===== src/hdl/egr_tqu_pkg.sv =====
package egr_tqu_pkg;

    //////////////////////////////////////////////////
    // sizes
    //////////////////////////////////////////////////

    // one packet buffer word
    localparam int DATA_WORD_W   = 64;
    // words per bank, one circular queue each
    localparam int PKT_BUF_DEPTH = 16;
    // bank address bits
    localparam int PKT_BUF_AW    = 4;
    // opaque tag sent back with every read response
    localparam int PKT_TAG_W     = 7;

    //////////////////////////////////////////////////
    // words and addresses
    //////////////////////////////////////////////////

    typedef logic [DATA_WORD_W-1:0] data_word_t;
    typedef logic [PKT_BUF_AW-1:0]  pkt_buf_addr_t;

    // selects control bank or data bank
    typedef enum logic {
        WORD_TYPE_CTRL = 1'b0,
        WORD_TYPE_DATA = 1'b1
    } word_type_e;

    //////////////////////////////////////////////////
    // read response side
    //////////////////////////////////////////////////

    // response tag, only word_type steers the word
    typedef struct packed {
        word_type_e             word_type;
        logic [PKT_TAG_W-1:0]   pkt_tag;
    } rrsp_id_t;

    // one response beat from packet memory
    typedef struct packed {
        logic       valid;
        rrsp_id_t   id;
        data_word_t word;
    } rrsp_t;

    //////////////////////////////////////////////////
    // transmit controller and bank side
    //////////////////////////////////////////////////

    // word handed out on a pull
    typedef struct packed {
        logic       valid;
        data_word_t word;
    } tq_word_t;

    // request into one single-port bank
    typedef struct packed {
        pkt_buf_addr_t addr;
        logic          rd_en;
        logic          wr_en;
        data_word_t    wdata;
    } buf_port_t;

endpackage : egr_tqu_pkg


===== src/hdl/egr_tqu_top.sv =====
`timescale 1ns/10ps

module egr_tqu_top (
    input  logic                  clk,
    input  logic                  rst_n,
    // read responses from packet memory
    input  egr_tqu_pkg::rrsp_t    rrsp,
    output logic                  rrsp_stall,
    // transmit controller
    input  logic                  ctrl_pull,
    input  logic                  data_pull,
    output logic                  ctrl_ready,
    output logic                  data_ready,
    output egr_tqu_pkg::tq_word_t ctrl_out,
    output egr_tqu_pkg::tq_word_t data_out
);
    import egr_tqu_pkg::*;

    // bank requests and read words
    buf_port_t  ctrl_port;
    buf_port_t  data_port;
    data_word_t ctrl_rdata;
    data_word_t data_rdata;

    //////////////////////////////////////////////////
    // queuing unit
    //////////////////////////////////////////////////

    tqu tqu0 (
        .clk        (clk),
        .rst_n      (rst_n),
        .rrsp       (rrsp),
        .rrsp_stall (rrsp_stall),
        .ctrl_pull  (ctrl_pull),
        .data_pull  (data_pull),
        .ctrl_ready (ctrl_ready),
        .data_ready (data_ready),
        .ctrl_out   (ctrl_out),
        .data_out   (data_out),
        .ctrl_port  (ctrl_port),
        .ctrl_rdata (ctrl_rdata),
        .data_port  (data_port),
        .data_rdata (data_rdata)
    );

    //////////////////////////////////////////////////
    // packet buffer banks
    //////////////////////////////////////////////////

    // control words
    pkt_buf_ram ctrl_bank (
        .clk   (clk),
        .port  (ctrl_port),
        .rdata (ctrl_rdata)
    );

    // data words
    pkt_buf_ram data_bank (
        .clk   (clk),
        .port  (data_port),
        .rdata (data_rdata)
    );

endmodule : egr_tqu_top


===== src/hdl/pkt_buf_ram.sv =====
`timescale 1ns/10ps

module pkt_buf_ram (
    input  logic                    clk,
    // address, strobes and write word
    input  egr_tqu_pkg::buf_port_t  port,
    // read word, one edge after rd_en
    output egr_tqu_pkg::data_word_t rdata
);
    import egr_tqu_pkg::*;

    // storage array
    data_word_t mem [PKT_BUF_DEPTH];

    // write port
    always_ff @(posedge clk) begin
        if (port.wr_en) begin
            mem[port.addr] <= port.wdata;
        end
    end

    // registered read, holds between reads
    always_ff @(posedge clk) begin
        if (port.rd_en) begin
            rdata <= mem[port.addr];
        end
    end

endmodule : pkt_buf_ram


===== src/hdl/tqu.sv =====
`timescale 1ns/10ps

module tqu (
    input  logic                    clk,
    input  logic                    rst_n,
    // read response stream
    input  egr_tqu_pkg::rrsp_t      rrsp,
    output logic                    rrsp_stall,
    // transmit controller pulls
    input  logic                    ctrl_pull,
    input  logic                    data_pull,
    output logic                    ctrl_ready,
    output logic                    data_ready,
    output egr_tqu_pkg::tq_word_t   ctrl_out,
    output egr_tqu_pkg::tq_word_t   data_out,
    // control bank
    output egr_tqu_pkg::buf_port_t  ctrl_port,
    input  egr_tqu_pkg::data_word_t ctrl_rdata,
    // data bank
    output egr_tqu_pkg::buf_port_t  data_port,
    input  egr_tqu_pkg::data_word_t data_rdata
);
    import egr_tqu_pkg::*;

    // word waiting in the receiver
    data_word_t held_word;
    // per-queue write handshake
    logic       ctrl_wr_req;
    logic       ctrl_wr_ack;
    logic       data_wr_req;
    logic       data_wr_ack;

    //////////////////////////////////////////////////
    // response receiver
    //////////////////////////////////////////////////

    tqu_rrsp_rcv rrsp_rcv (
        .clk         (clk),
        .rst_n       (rst_n),
        .rrsp        (rrsp),
        .rrsp_stall  (rrsp_stall),
        .held_word   (held_word),
        .ctrl_wr_req (ctrl_wr_req),
        .data_wr_req (data_wr_req),
        .ctrl_wr_ack (ctrl_wr_ack),
        .data_wr_ack (data_wr_ack)
    );

    //////////////////////////////////////////////////
    // queues
    //////////////////////////////////////////////////

    // metadata words
    tqu_queue_ctrl ctrl_q (
        .clk      (clk),
        .rst_n    (rst_n),
        .wr_req   (ctrl_wr_req),
        .wr_data  (held_word),
        .wr_ack   (ctrl_wr_ack),
        .pull     (ctrl_pull),
        .ready    (ctrl_ready),
        .word_out (ctrl_out),
        .port     (ctrl_port),
        .rdata    (ctrl_rdata)
    );

    // packet data words
    tqu_queue_ctrl data_q (
        .clk      (clk),
        .rst_n    (rst_n),
        .wr_req   (data_wr_req),
        .wr_data  (held_word),
        .wr_ack   (data_wr_ack),
        .pull     (data_pull),
        .ready    (data_ready),
        .word_out (data_out),
        .port     (data_port),
        .rdata    (data_rdata)
    );

endmodule : tqu


===== src/hdl/tqu_queue_ctrl.sv =====
`timescale 1ns/10ps

module tqu_queue_ctrl (
    input  logic                    clk,
    input  logic                    rst_n,
    // write side from the receiver
    input  logic                    wr_req,
    input  egr_tqu_pkg::data_word_t wr_data,
    output logic                    wr_ack,
    // pull side toward the transmit controller
    input  logic                    pull,
    output logic                    ready,
    output egr_tqu_pkg::tq_word_t   word_out,
    // single bank port
    output egr_tqu_pkg::buf_port_t  port,
    input  egr_tqu_pkg::data_word_t rdata
);
    import egr_tqu_pkg::*;

    // address plus wrap bit
    typedef logic [PKT_BUF_AW:0] q_ptr_t;

    // one-hot pull machine
    typedef enum logic [2:0] {
        Q_IDLE  = 3'b001,
        Q_READY = 3'b010,
        Q_PULL  = 3'b100
    } q_state_e;

    q_ptr_t   wr_ptr;
    q_ptr_t   rd_ptr;
    q_ptr_t   q_count;
    logic     q_empty;
    logic     q_full;
    logic     rd_en;
    q_state_e state;
    q_state_e state_nxt;

    //////////////////////////////////////////////////
    // queue pointers
    //////////////////////////////////////////////////

    // same wrap and same slot
    assign q_empty = (wr_ptr == rd_ptr);
    // other wrap and same slot
    assign q_full  = (wr_ptr[PKT_BUF_AW] != rd_ptr[PKT_BUF_AW]) &&
                     (wr_ptr[PKT_BUF_AW-1:0] == rd_ptr[PKT_BUF_AW-1:0]);
    // words stored modulo pointer width
    assign q_count = wr_ptr - rd_ptr;

    // bank read in READY on a pull
    assign rd_en  = (state == Q_READY) & pull;
    // read owns the port and the write waits
    assign wr_ack = wr_req & ~q_full & ~rd_en;

    always_ff @(posedge clk, negedge rst_n) begin
        if (!rst_n) begin
            wr_ptr <= '0;
            rd_ptr <= '0;
        end else begin
            if (wr_ack) begin
                wr_ptr <= wr_ptr + 1'b1;
            end
            if (rd_en) begin
                rd_ptr <= rd_ptr + 1'b1;
            end
        end
    end

    //////////////////////////////////////////////////
    // pull state machine
    //////////////////////////////////////////////////

    always_ff @(posedge clk, negedge rst_n) begin
        if (!rst_n) begin
            state <= Q_IDLE;
        end else begin
            state <= state_nxt;
        end
    end

    always_comb begin
        state_nxt = state;
        unique case (state)
            // wait for a stored word
            Q_IDLE: begin
                if (!q_empty) begin
                    state_nxt = Q_READY;
                end
            end
            // offer it until pulled
            Q_READY: begin
                if (pull) begin
                    state_nxt = Q_PULL;
                end
            end
            // bank data valid this cycle
            Q_PULL: begin
                state_nxt = Q_IDLE;
            end
            default: begin
                state_nxt = Q_IDLE;
            end
        endcase
    end

    assign ready = (state == Q_READY);

    // one-cycle word and zero otherwise
    assign word_out.valid = (state == Q_PULL);
    assign word_out.word  = (state == Q_PULL) ? rdata : '0;

    //////////////////////////////////////////////////
    // bank port
    //////////////////////////////////////////////////

    assign port.addr  = rd_en ? rd_ptr[PKT_BUF_AW-1:0] : wr_ptr[PKT_BUF_AW-1:0];
    assign port.rd_en = rd_en;
    assign port.wr_en = wr_ack;
    assign port.wdata = wr_data;

    // the bank is read only with a word stored
    a_rd_stored : assert property (@(posedge clk) disable iff (!rst_n)
        port.rd_en |-> !q_empty)
        else $error("bank read from an empty queue");

    // occupancy never passes the bank size
    a_no_overrun : assert property (@(posedge clk) disable iff (!rst_n)
        q_count <= q_ptr_t'(PKT_BUF_DEPTH))
        else $error("queue written while full");

endmodule : tqu_queue_ctrl


===== src/hdl/tqu_rrsp_rcv.sv =====
`timescale 1ns/10ps

module tqu_rrsp_rcv (
    input  logic                    clk,
    input  logic                    rst_n,
    // response stream from packet memory
    input  egr_tqu_pkg::rrsp_t      rrsp,
    output logic                    rrsp_stall,
    // write side toward both queues
    output egr_tqu_pkg::data_word_t held_word,
    output logic                    ctrl_wr_req,
    output logic                    data_wr_req,
    input  logic                    ctrl_wr_ack,
    input  logic                    data_wr_ack
);
    import egr_tqu_pkg::*;

    // holding register state
    logic       held_vld;
    word_type_e held_type;
    // queue took the held word this cycle
    logic       held_ack;
    // new response enters the holding register
    logic       held_load;

    //////////////////////////////////////////////////
    // accept / stall
    //////////////////////////////////////////////////

    // ack from the requested queue frees the word
    assign held_ack   = ctrl_wr_ack | data_wr_ack;

    // blocked while occupied and not drained now
    assign rrsp_stall = held_vld & ~held_ack;

    // register frees and reloads in the same cycle
    assign held_load  = rrsp.valid & ~rrsp_stall;

    //////////////////////////////////////////////////
    // holding register
    //////////////////////////////////////////////////

    always_ff @(posedge clk, negedge rst_n) begin
        if (!rst_n) begin
            held_vld  <= 1'b0;
            held_type <= WORD_TYPE_CTRL;
        end else begin
            if (held_load) begin
                held_vld  <= 1'b1;
                held_type <= rrsp.id.word_type;
            end else if (held_ack) begin
                held_vld  <= 1'b0;
            end
        end
    end

    // payload
    always_ff @(posedge clk) begin
        if (held_load) begin
            held_word <= rrsp.word;
        end
    end

    // steer by word type
    assign ctrl_wr_req = held_vld & (held_type == WORD_TYPE_CTRL);
    assign data_wr_req = held_vld & (held_type == WORD_TYPE_DATA);

    //////////////////////////////////////////////////
    // checks
    //////////////////////////////////////////////////

    // a held word leaves only on the ack of its own queue
    a_held_kept : assert property (@(posedge clk) disable iff (!rst_n)
        held_vld && !((held_type == WORD_TYPE_CTRL) ? ctrl_wr_ack : data_wr_ack)
        |=> held_vld && $stable(held_word) && $stable(held_type))
        else $error("held word replaced while its queue had not taken it");

    // requests and acks never touch both banks at once
    a_one_bank : assert property (@(posedge clk) disable iff (!rst_n)
        $onehot0({ctrl_wr_req | ctrl_wr_ack, data_wr_req | data_wr_ack}))
        else $error("control and data write active together");

endmodule : tqu_rrsp_rcv


===== config.mk =====
export PLATFORM = sky130hd
export DESIGN_NAME = egr_tqu_top
export DESIGN_NICKNAME = d
export VERILOG_FILES = /design/src/hdl/egr_tqu_pkg.sv /design/src/hdl/egr_tqu_top.sv /design/src/hdl/pkt_buf_ram.sv /design/src/hdl/tqu.sv /design/src/hdl/tqu_queue_ctrl.sv /design/src/hdl/tqu_rrsp_rcv.sv
export SDC_FILE = /design/constraint.sdc
export NUM_CORES = 2
export LEC_CHECK = 0
export BUFFER_PORTS_ARGS = -buffer_cell sky130_fd_sc_hd__clkbuf_2
export CAP_MARGIN = 20
export CELL_PAD_IN_SITES_DETAIL_PLACEMENT = 0
export CELL_PAD_IN_SITES_GLOBAL_PLACEMENT = 1
export CORE_ASPECT_RATIO = 1.1
export CORE_MARGIN = 2
export CORE_UTILIZATION = 50
export DETAILED_ROUTE_END_ITERATION = 16
export GPL_TIMING_DRIVEN = 0
export PLACE_DENSITY = 0.81
export SLEW_MARGIN = 20
export SYNTH_ARGS = -nofsm -noshare
export SYNTH_HDL_FRONTEND = slang
export SYNTH_SLANG_ARGS = --single-unit

===== constraint.sdc =====
create_clock -name clk -period 13.33 [get_ports clk]
set_clock_uncertainty 0.15 [all_clocks]
set_input_delay 0.6665 -clock clk [delete_from_list [all_inputs] [get_ports clk]]
set_output_delay 0.6665 -clock clk [all_outputs]
set_load 0.03 [all_outputs]

* Yosys cells after proc, flatten, opt, wreduce, memory -nomap -nowiden
Memory sizes are Yosys's and may differ from the RTL's. A register that Yosys moved wholly into a read port is not among the register bits. Index checks and enable logic that the tools add are counted.
Operators by class: $add $sub $neg 4, equal/unequal tests 16, reductions and logical operators 5, muxes and demuxes 16, bitwise gates (word level) 18
Operators by type and width (number):
- two-way mux 64 bit | 2
- adder 5 x 1 -> 5 bit (second input constant) | 4
- two-way mux 3 bit | 4
- case mux 3 bit (2 select lines) | 2
- AND 1 bit | 10
- equality test 5 bit | 2
- equality test 4 bit | 2
- two-way mux 4 bit | 2
- != test 2 bit (second input constant) | 4
- NOT 1 bit | 7
- equality test 3 x 1 -> 1 bit (second input constant) | 2
- equality test 3 x 2 -> 1 bit (second input constant) | 2
- equality test 3 bit (second input constant) | 2
- two-way mux 1 bit | 6
- AND reduction 2 bit | 2
- logical AND 1 bit | 2
- != test 1 bit | 2
- nonzero test 2 bit | 1
- bitwise OR 1 bit | 1
Storage, ports and cells: bits in registers 92, input port bits 77, logic and storage cells 70, memories 2, memory bits (writable) 2048
Memories:
- ctrl_bank.mem | words 16, width 64, rd ports 1, clocked after memory_dff 1, write ports 1, RTL line pkt_buf_ram.sv:13 | data_word_t mem [PKT_BUF_DEPTH];
- data_bank.mem | words 16, width 64, rd ports 1, clocked after memory_dff 1, write ports 1, RTL line pkt_buf_ram.sv:13

* Longest topological paths before layout
depth in word-level cells 11, gate-level depth with buffers 11

* Modules after synthesis
A second synthesis with hierarchy kept.
Second synthesis, totals: cells, all modules 3762, area, all modules 85608.4 sq um
By module, submodules not included:
- pkt_buf_ram at data_bank | times used 1, sequential area each 32671.3 sq um, area an instance 40158.5 sq um, cells an instance 1648
- pkt_buf_ram at ctrl_bank | times used 1, sequential area each 32671.3 sq um, area an instance 40157.3 sq um, cells an instance 1648
- tqu_rrsp_rcv | times used 1, sequential area each 1971.9 sq um, area an instance 2034.5 sq um, cells an instance 72
- tqu_queue_ctrl at tqu0.data_q | times used 1, sequential area each 326.6 sq um, area an instance 1631.6 sq um, cells an instance 197
- tqu_queue_ctrl at tqu0.ctrl_q | times used 1, sequential area each 326.6 sq um, area an instance 1626.6 sq um, cells an instance 197

* Least setup slack after synthesis
Ideal clock, no wire load.
kind input -> register, start input port ctrl_pull, end memory ctrl_bank.mem[3][0] (netlist bit) (enable), arrival 6.407 ns, library setup time 0.565 ns, slack 6.208 ns, path buffers 3, data required time 12.615 ns, cell stages on the path 7, cell sequence nor4bb_1 buf_2 mux2_2 buf_2 buf_2 or2_2 nor3_1
On the way: word-level cells in the longest chain between the ends 5, elaborated cells between the ends (all ways) 6
RTL lines:
- start, declared | RTL line egr_tqu_top.sv:10 | input logic ctrl_pull,
- AND 1 bit (*) | RTL line tqu_queue_ctrl.sv:52 | assign rd_en = (state == Q_READY) & pull;
- NOT 1 bit | RTL line tqu_queue_ctrl.sv:54 | assign wr_ack = wr_req & ~q_full & ~rd_en;
- AND 1 bit | RTL line tqu_queue_ctrl.sv:54
- two-way mux 1 bit | RTL line pkt_buf_ram.sv:17 | if (port.wr_en) begin
- two-way mux 1 bit (not written as such) | RTL line pkt_buf_ram.sv:18 | mem[port.addr] <= port.wdata;
- end, declared | RTL line pkt_buf_ram.sv:13
Every way passes the cells marked *; elsewhere a longest branch is shown, timed or not.

==> metrics.csv <==
stage;metric;value;unit
floorplanning;core-area;171000;µm²
setup_path;cp_num_buf_inv;9;
setup_path;cp_common_cell;buf_2;
power_and_ir_drop;p_leak;34.9;nW
placed_design;placed_cells;8288;
setup_path;cp_num_cells;13;
setup_path;r2r-end;ctrl_bank.mem[10][27];
floorplanning;num_io_pins;210;
clock_tree;clock_sinks;2268;
clock_tree;clock_path_buffers;3;
status;status;finished, final reports clean;
clock_tree;clkLatencyLatePin;870;ps
setup_path;path_max_fanout;73;
timing;setup_tns;0;ps
routing;drt-total-wl;232;mm
logic_synthesis;syn_inst;5709;
routing;drc;0;
clock_tree;htreeDepth;4;
timing;hold-worst-slack;52.9;ps
routing;num_vias;51770;
setup_path;cp.arrival;6010;ps
power_and_ir_drop;clock_power_share;25.8;%
power_and_ir_drop;power_switching;8.20;mW
timing;hold_viol;0;
setup_path;slowest_delay;790;ps
job;maxCapViolCount;0;
power_and_ir_drop;p_comb_share;32.1;%
placed_design;place_ws;7670;ps
logic_synthesis;synth_edf_count;2240;
timing;slew_violations;0;
logic_synthesis;yosysWarnings;0;
logic_synthesis;synthTopCellsByArea;edfxtp_1, nand2_1, mux2i_1;
setup_path;critPathKind;input pin to register;
global_route;grt_pass1_vias;50095;
setup_path;reg2reg_from;tqu0.ctrl_q.state[2];
logic_synthesis;synth_cell_types;51;
setup_path;slowest_stage;nor2_4;
finish;finalNonFillerCells;8793;
worst_hold_path;hold_depth;2;
logic_synthesis;ys_seq_area_share;78.8;%
power_and_ir_drop;power.share.switching;35.9;%
worst_hold_path;hp-start;rrsp[71];
routing;final_antenna_net_count;0;
logic_synthesis;syn_avg_cell_area;15.1;µm²
placed_design;place.gp.congestion;0.816;
routing;wl_per_cell;26.4;µm
floorplanning;initial_core_util;50.4;%
finish;final_common_cell;edfxtp_1;
logic_synthesis;ys_seq_elements;2268;
clock_tree;cts_tree;yes;
floorplanning;die_h;440;µm
clock_tree;cts-root-buf;clkbuf_16;
timing;worstMarginPinSlew;1170;ps
logic_synthesis;async_reset_ff_share;1.23;%
power_and_ir_drop;intPower;14.6;mW
power_and_ir_drop;ir_drop;0.166;mV
global_route;grt_pass1_wl;333;mm
worst_hold_path;hold_path.class;input pin to register;
global_route;grt_max_degree;74;
logic_synthesis;synth_ff_type;edfxtp_1;
finish;mostFrequentLayoutCells;edfxtp_1, nand2_1, mux2i_1;
clock_tree;post_cts_buffers;0;
timing;setup_violations;0;
logic_synthesis;synth_fp_nets;5790;
logic_synthesis;synth_top_cell_area_share;78.0;%
routing;vias_per_cell;5.89;
finish;area_growth;17.2;%
power_and_ir_drop;power_density;226;nW/µm²
setup_path;ff2ff_setup_slack;7920;ps
finish;drive_gt1_share;13.6;%
timing;period_needed;5610;ps
logic_synthesis;syn_area;86300;µm²
logic_synthesis;yosys.area.top_type;edfxtp_1;
routing;drtIter0Drc;6261;
setup_path;rr_worst_depth;11;
timing;setup_slack;7720;ps
power_and_ir_drop;report.power.total;22.8;mW
clock_tree;clk_pin_slew;60;ps
timing;max_clock_freq;178;MHz
timing;rsz0062_at_grt;no;
timing;finalCritPeriodShare;42.1;%
setup_path;required;13730;ps
setup_path;crit_family;buffers and inverters;
setup_path;cp-end-kind;register;
routing;drt_pass1_iterations;7;
setup_path;crit_chain;dlygate4sd3_1 -> clkbuf_2 -> nor4bb_1 -> buf_2 -> buf_6 -> mux2i_1 -> buf_2 -> buf_2 -> buf_2 -> nand3_1 -> nor2_4 -> buf_12 -> buf_16;
floorplanning;die_w;400;µm
setup_path;setup.worst_path.start_class;input pin;
power_and_ir_drop;pwr-share-seq;42.1;%
floorplanning;std_cell_rows;159;
timing;slew_headroom;22.3;%
placed_design;portBuffers;202;
worst_hold_path;hold_end;tqu0.rrsp_rcv.held_type;
floorplanning;die_area;176000;µm²
clock_tree;numCtsBuffers;208;
placed_design;post-dp-hpwl;153;mm
global_route;grt_use_total;26.1;%
global_route;grt_overflow_total;0;
finish;layout.nets;6436;
global_route;antenna_found_initial;14;
sequential cells by signal (all words and copies together) (netlist names):
signal,flops
tqu0.data_q.state,3
tqu0.ctrl_q.wr_ptr,5
tqu0.rrsp_rcv.held_type,1
ctrl_bank.mem,1024
tqu0.rrsp_rcv.held_word,64
ctrl_bank.rdata,64
tqu0.data_q.rd_ptr,5
data_bank.mem,1024
tqu0.ctrl_q.rd_ptr,5
tqu0.rrsp_rcv.held_vld,1
tqu0.ctrl_q.state,3
data_bank.rdata,64
tqu0.data_q.wr_ptr,5
through the flow:
| step | util (%) | instance area (µm²) |
|---|---|---|
| after floorplan | - | 86300 |
| after global placement | 52.7 | 90100 |
| after detailed placement | 54.4 | 93100 |
| after CTS | 58.7 | 100000 |
| after global routing | 59.1 | 101000 |
| final | 59.1 | 101000 |
power groups by stage:
| stage | combinational (mW) | clock, mW | sequential (mW) |
|---|---|---|---|
| finish | 7.32 | 5.89 | 9.62 |
| global route | 7.79 | 6.21 | 9.69 |
| CTS | 7.02 | 5.93 | 9.79 |
| floorplan | 4.03 | 0 | 9.72 |
| global placement | 6.49 | 0 | 10.1 |
| detailed placement | 6.97 | 0 | 9.93 |
cells by family (layout without fill, tap and decap cells):
| kind of cell | count (synthesis) | in the layout | share of synthesized area, % |
|---|---|---|---|
| compound gates | 651 | 651 | 4.85 |
| xor+xnor | 23 | 23 | 0.234 |
| fa+ha+maj | 4 | 4 | 0.0580 |
| buf+inv | 331 | 1156 | 1.74 |
| flops | 2268 | 2268 | 78.8 |
| mux | 334 | 334 | 3.92 |
| other cells | 0 | 5 | 0 |
| simple gates | 2098 | 2098 | 10.4 |
worst register-to-register path, delay by kind of cell (launching register included):
family / cells / cell delay, ps
buffers and inverters: 7 / 2690
and+or+nand+nor: 3 / 1530
muxes: 1 / 270
DFF: 1 / 450
area by class of cell:
cell class	count	area (µm²)
Antenna cell	5	12.5
Buffer	328	1490
Clock buffer	263	5560
Clock inverter	126	1150
Fill cell	12730	70000
Inverter	3	11.3
Multi-Input combinational cell	3110	17000
Sequential cell	2268	68000
Tap cell	2254	2820
Timing Repair Buffer	436	5090
worst max path at each step:
| stage | end | slack (ps) | from |
|---|---|---|---|
| 2_1_floorplan | ctrl_bank.mem[3][0] | 6210 | ctrl_pull |
| 3_3_place_gp | ctrl_bank.mem[7][49] | 1310 | ctrl_pull |
| 3_5_place_dp | ctrl_bank.mem[10][17] | 7670 | ctrl_pull |
| 4_1_cts | ctrl_bank.mem[10][27] | 7810 | ctrl_pull |
| 5_1_grt | ctrl_bank.mem[10][26] | 7680 | ctrl_pull |
| 6_report | ctrl_bank.mem[10][27] | 7720 | ctrl_pull |
cells in the mapped netlist (4+ instances only):
master / instances
buf_4: 9
buf_1: 30
nand3_1: 267
nor4bb_1: 4
xnor2_1: 11
nand2_1: 1495
dfrtp_1: 26
mux2_2: 7
o22ai_1: 127
edfxtp_1: 2240
xor2_1: 12
buf_2: 147
clkbuf_1: 137
a32oi_1: 66
nor2_1: 47
a311o_1: 63
and2_1: 129
a31oi_1: 127
buf_6: 5
nor4_1: 65
a21oi_1: 253
ha_1: 4
mux2i_1: 321
nand4_1: 69
nand2b_1: 6
layer usage:
metal / global-route usage (%) / vias to the layer above / routed length (µm)
met1: 36.1 / 26002 / 92300
met2: 42.0 / 2586 / 111000
met5: 0 / - / 54
met3: 4.91 / 415 / 21400
li1: - / 22757 / -
met4: 8.53 / 10 / 7230
timing repair:
action	in CTS	in global routing
resized for setup	0	0
endpoints found under the hold margin	96	0
hold buffers	68	0
Note: power is estimated with default switching activity, not from simulation.
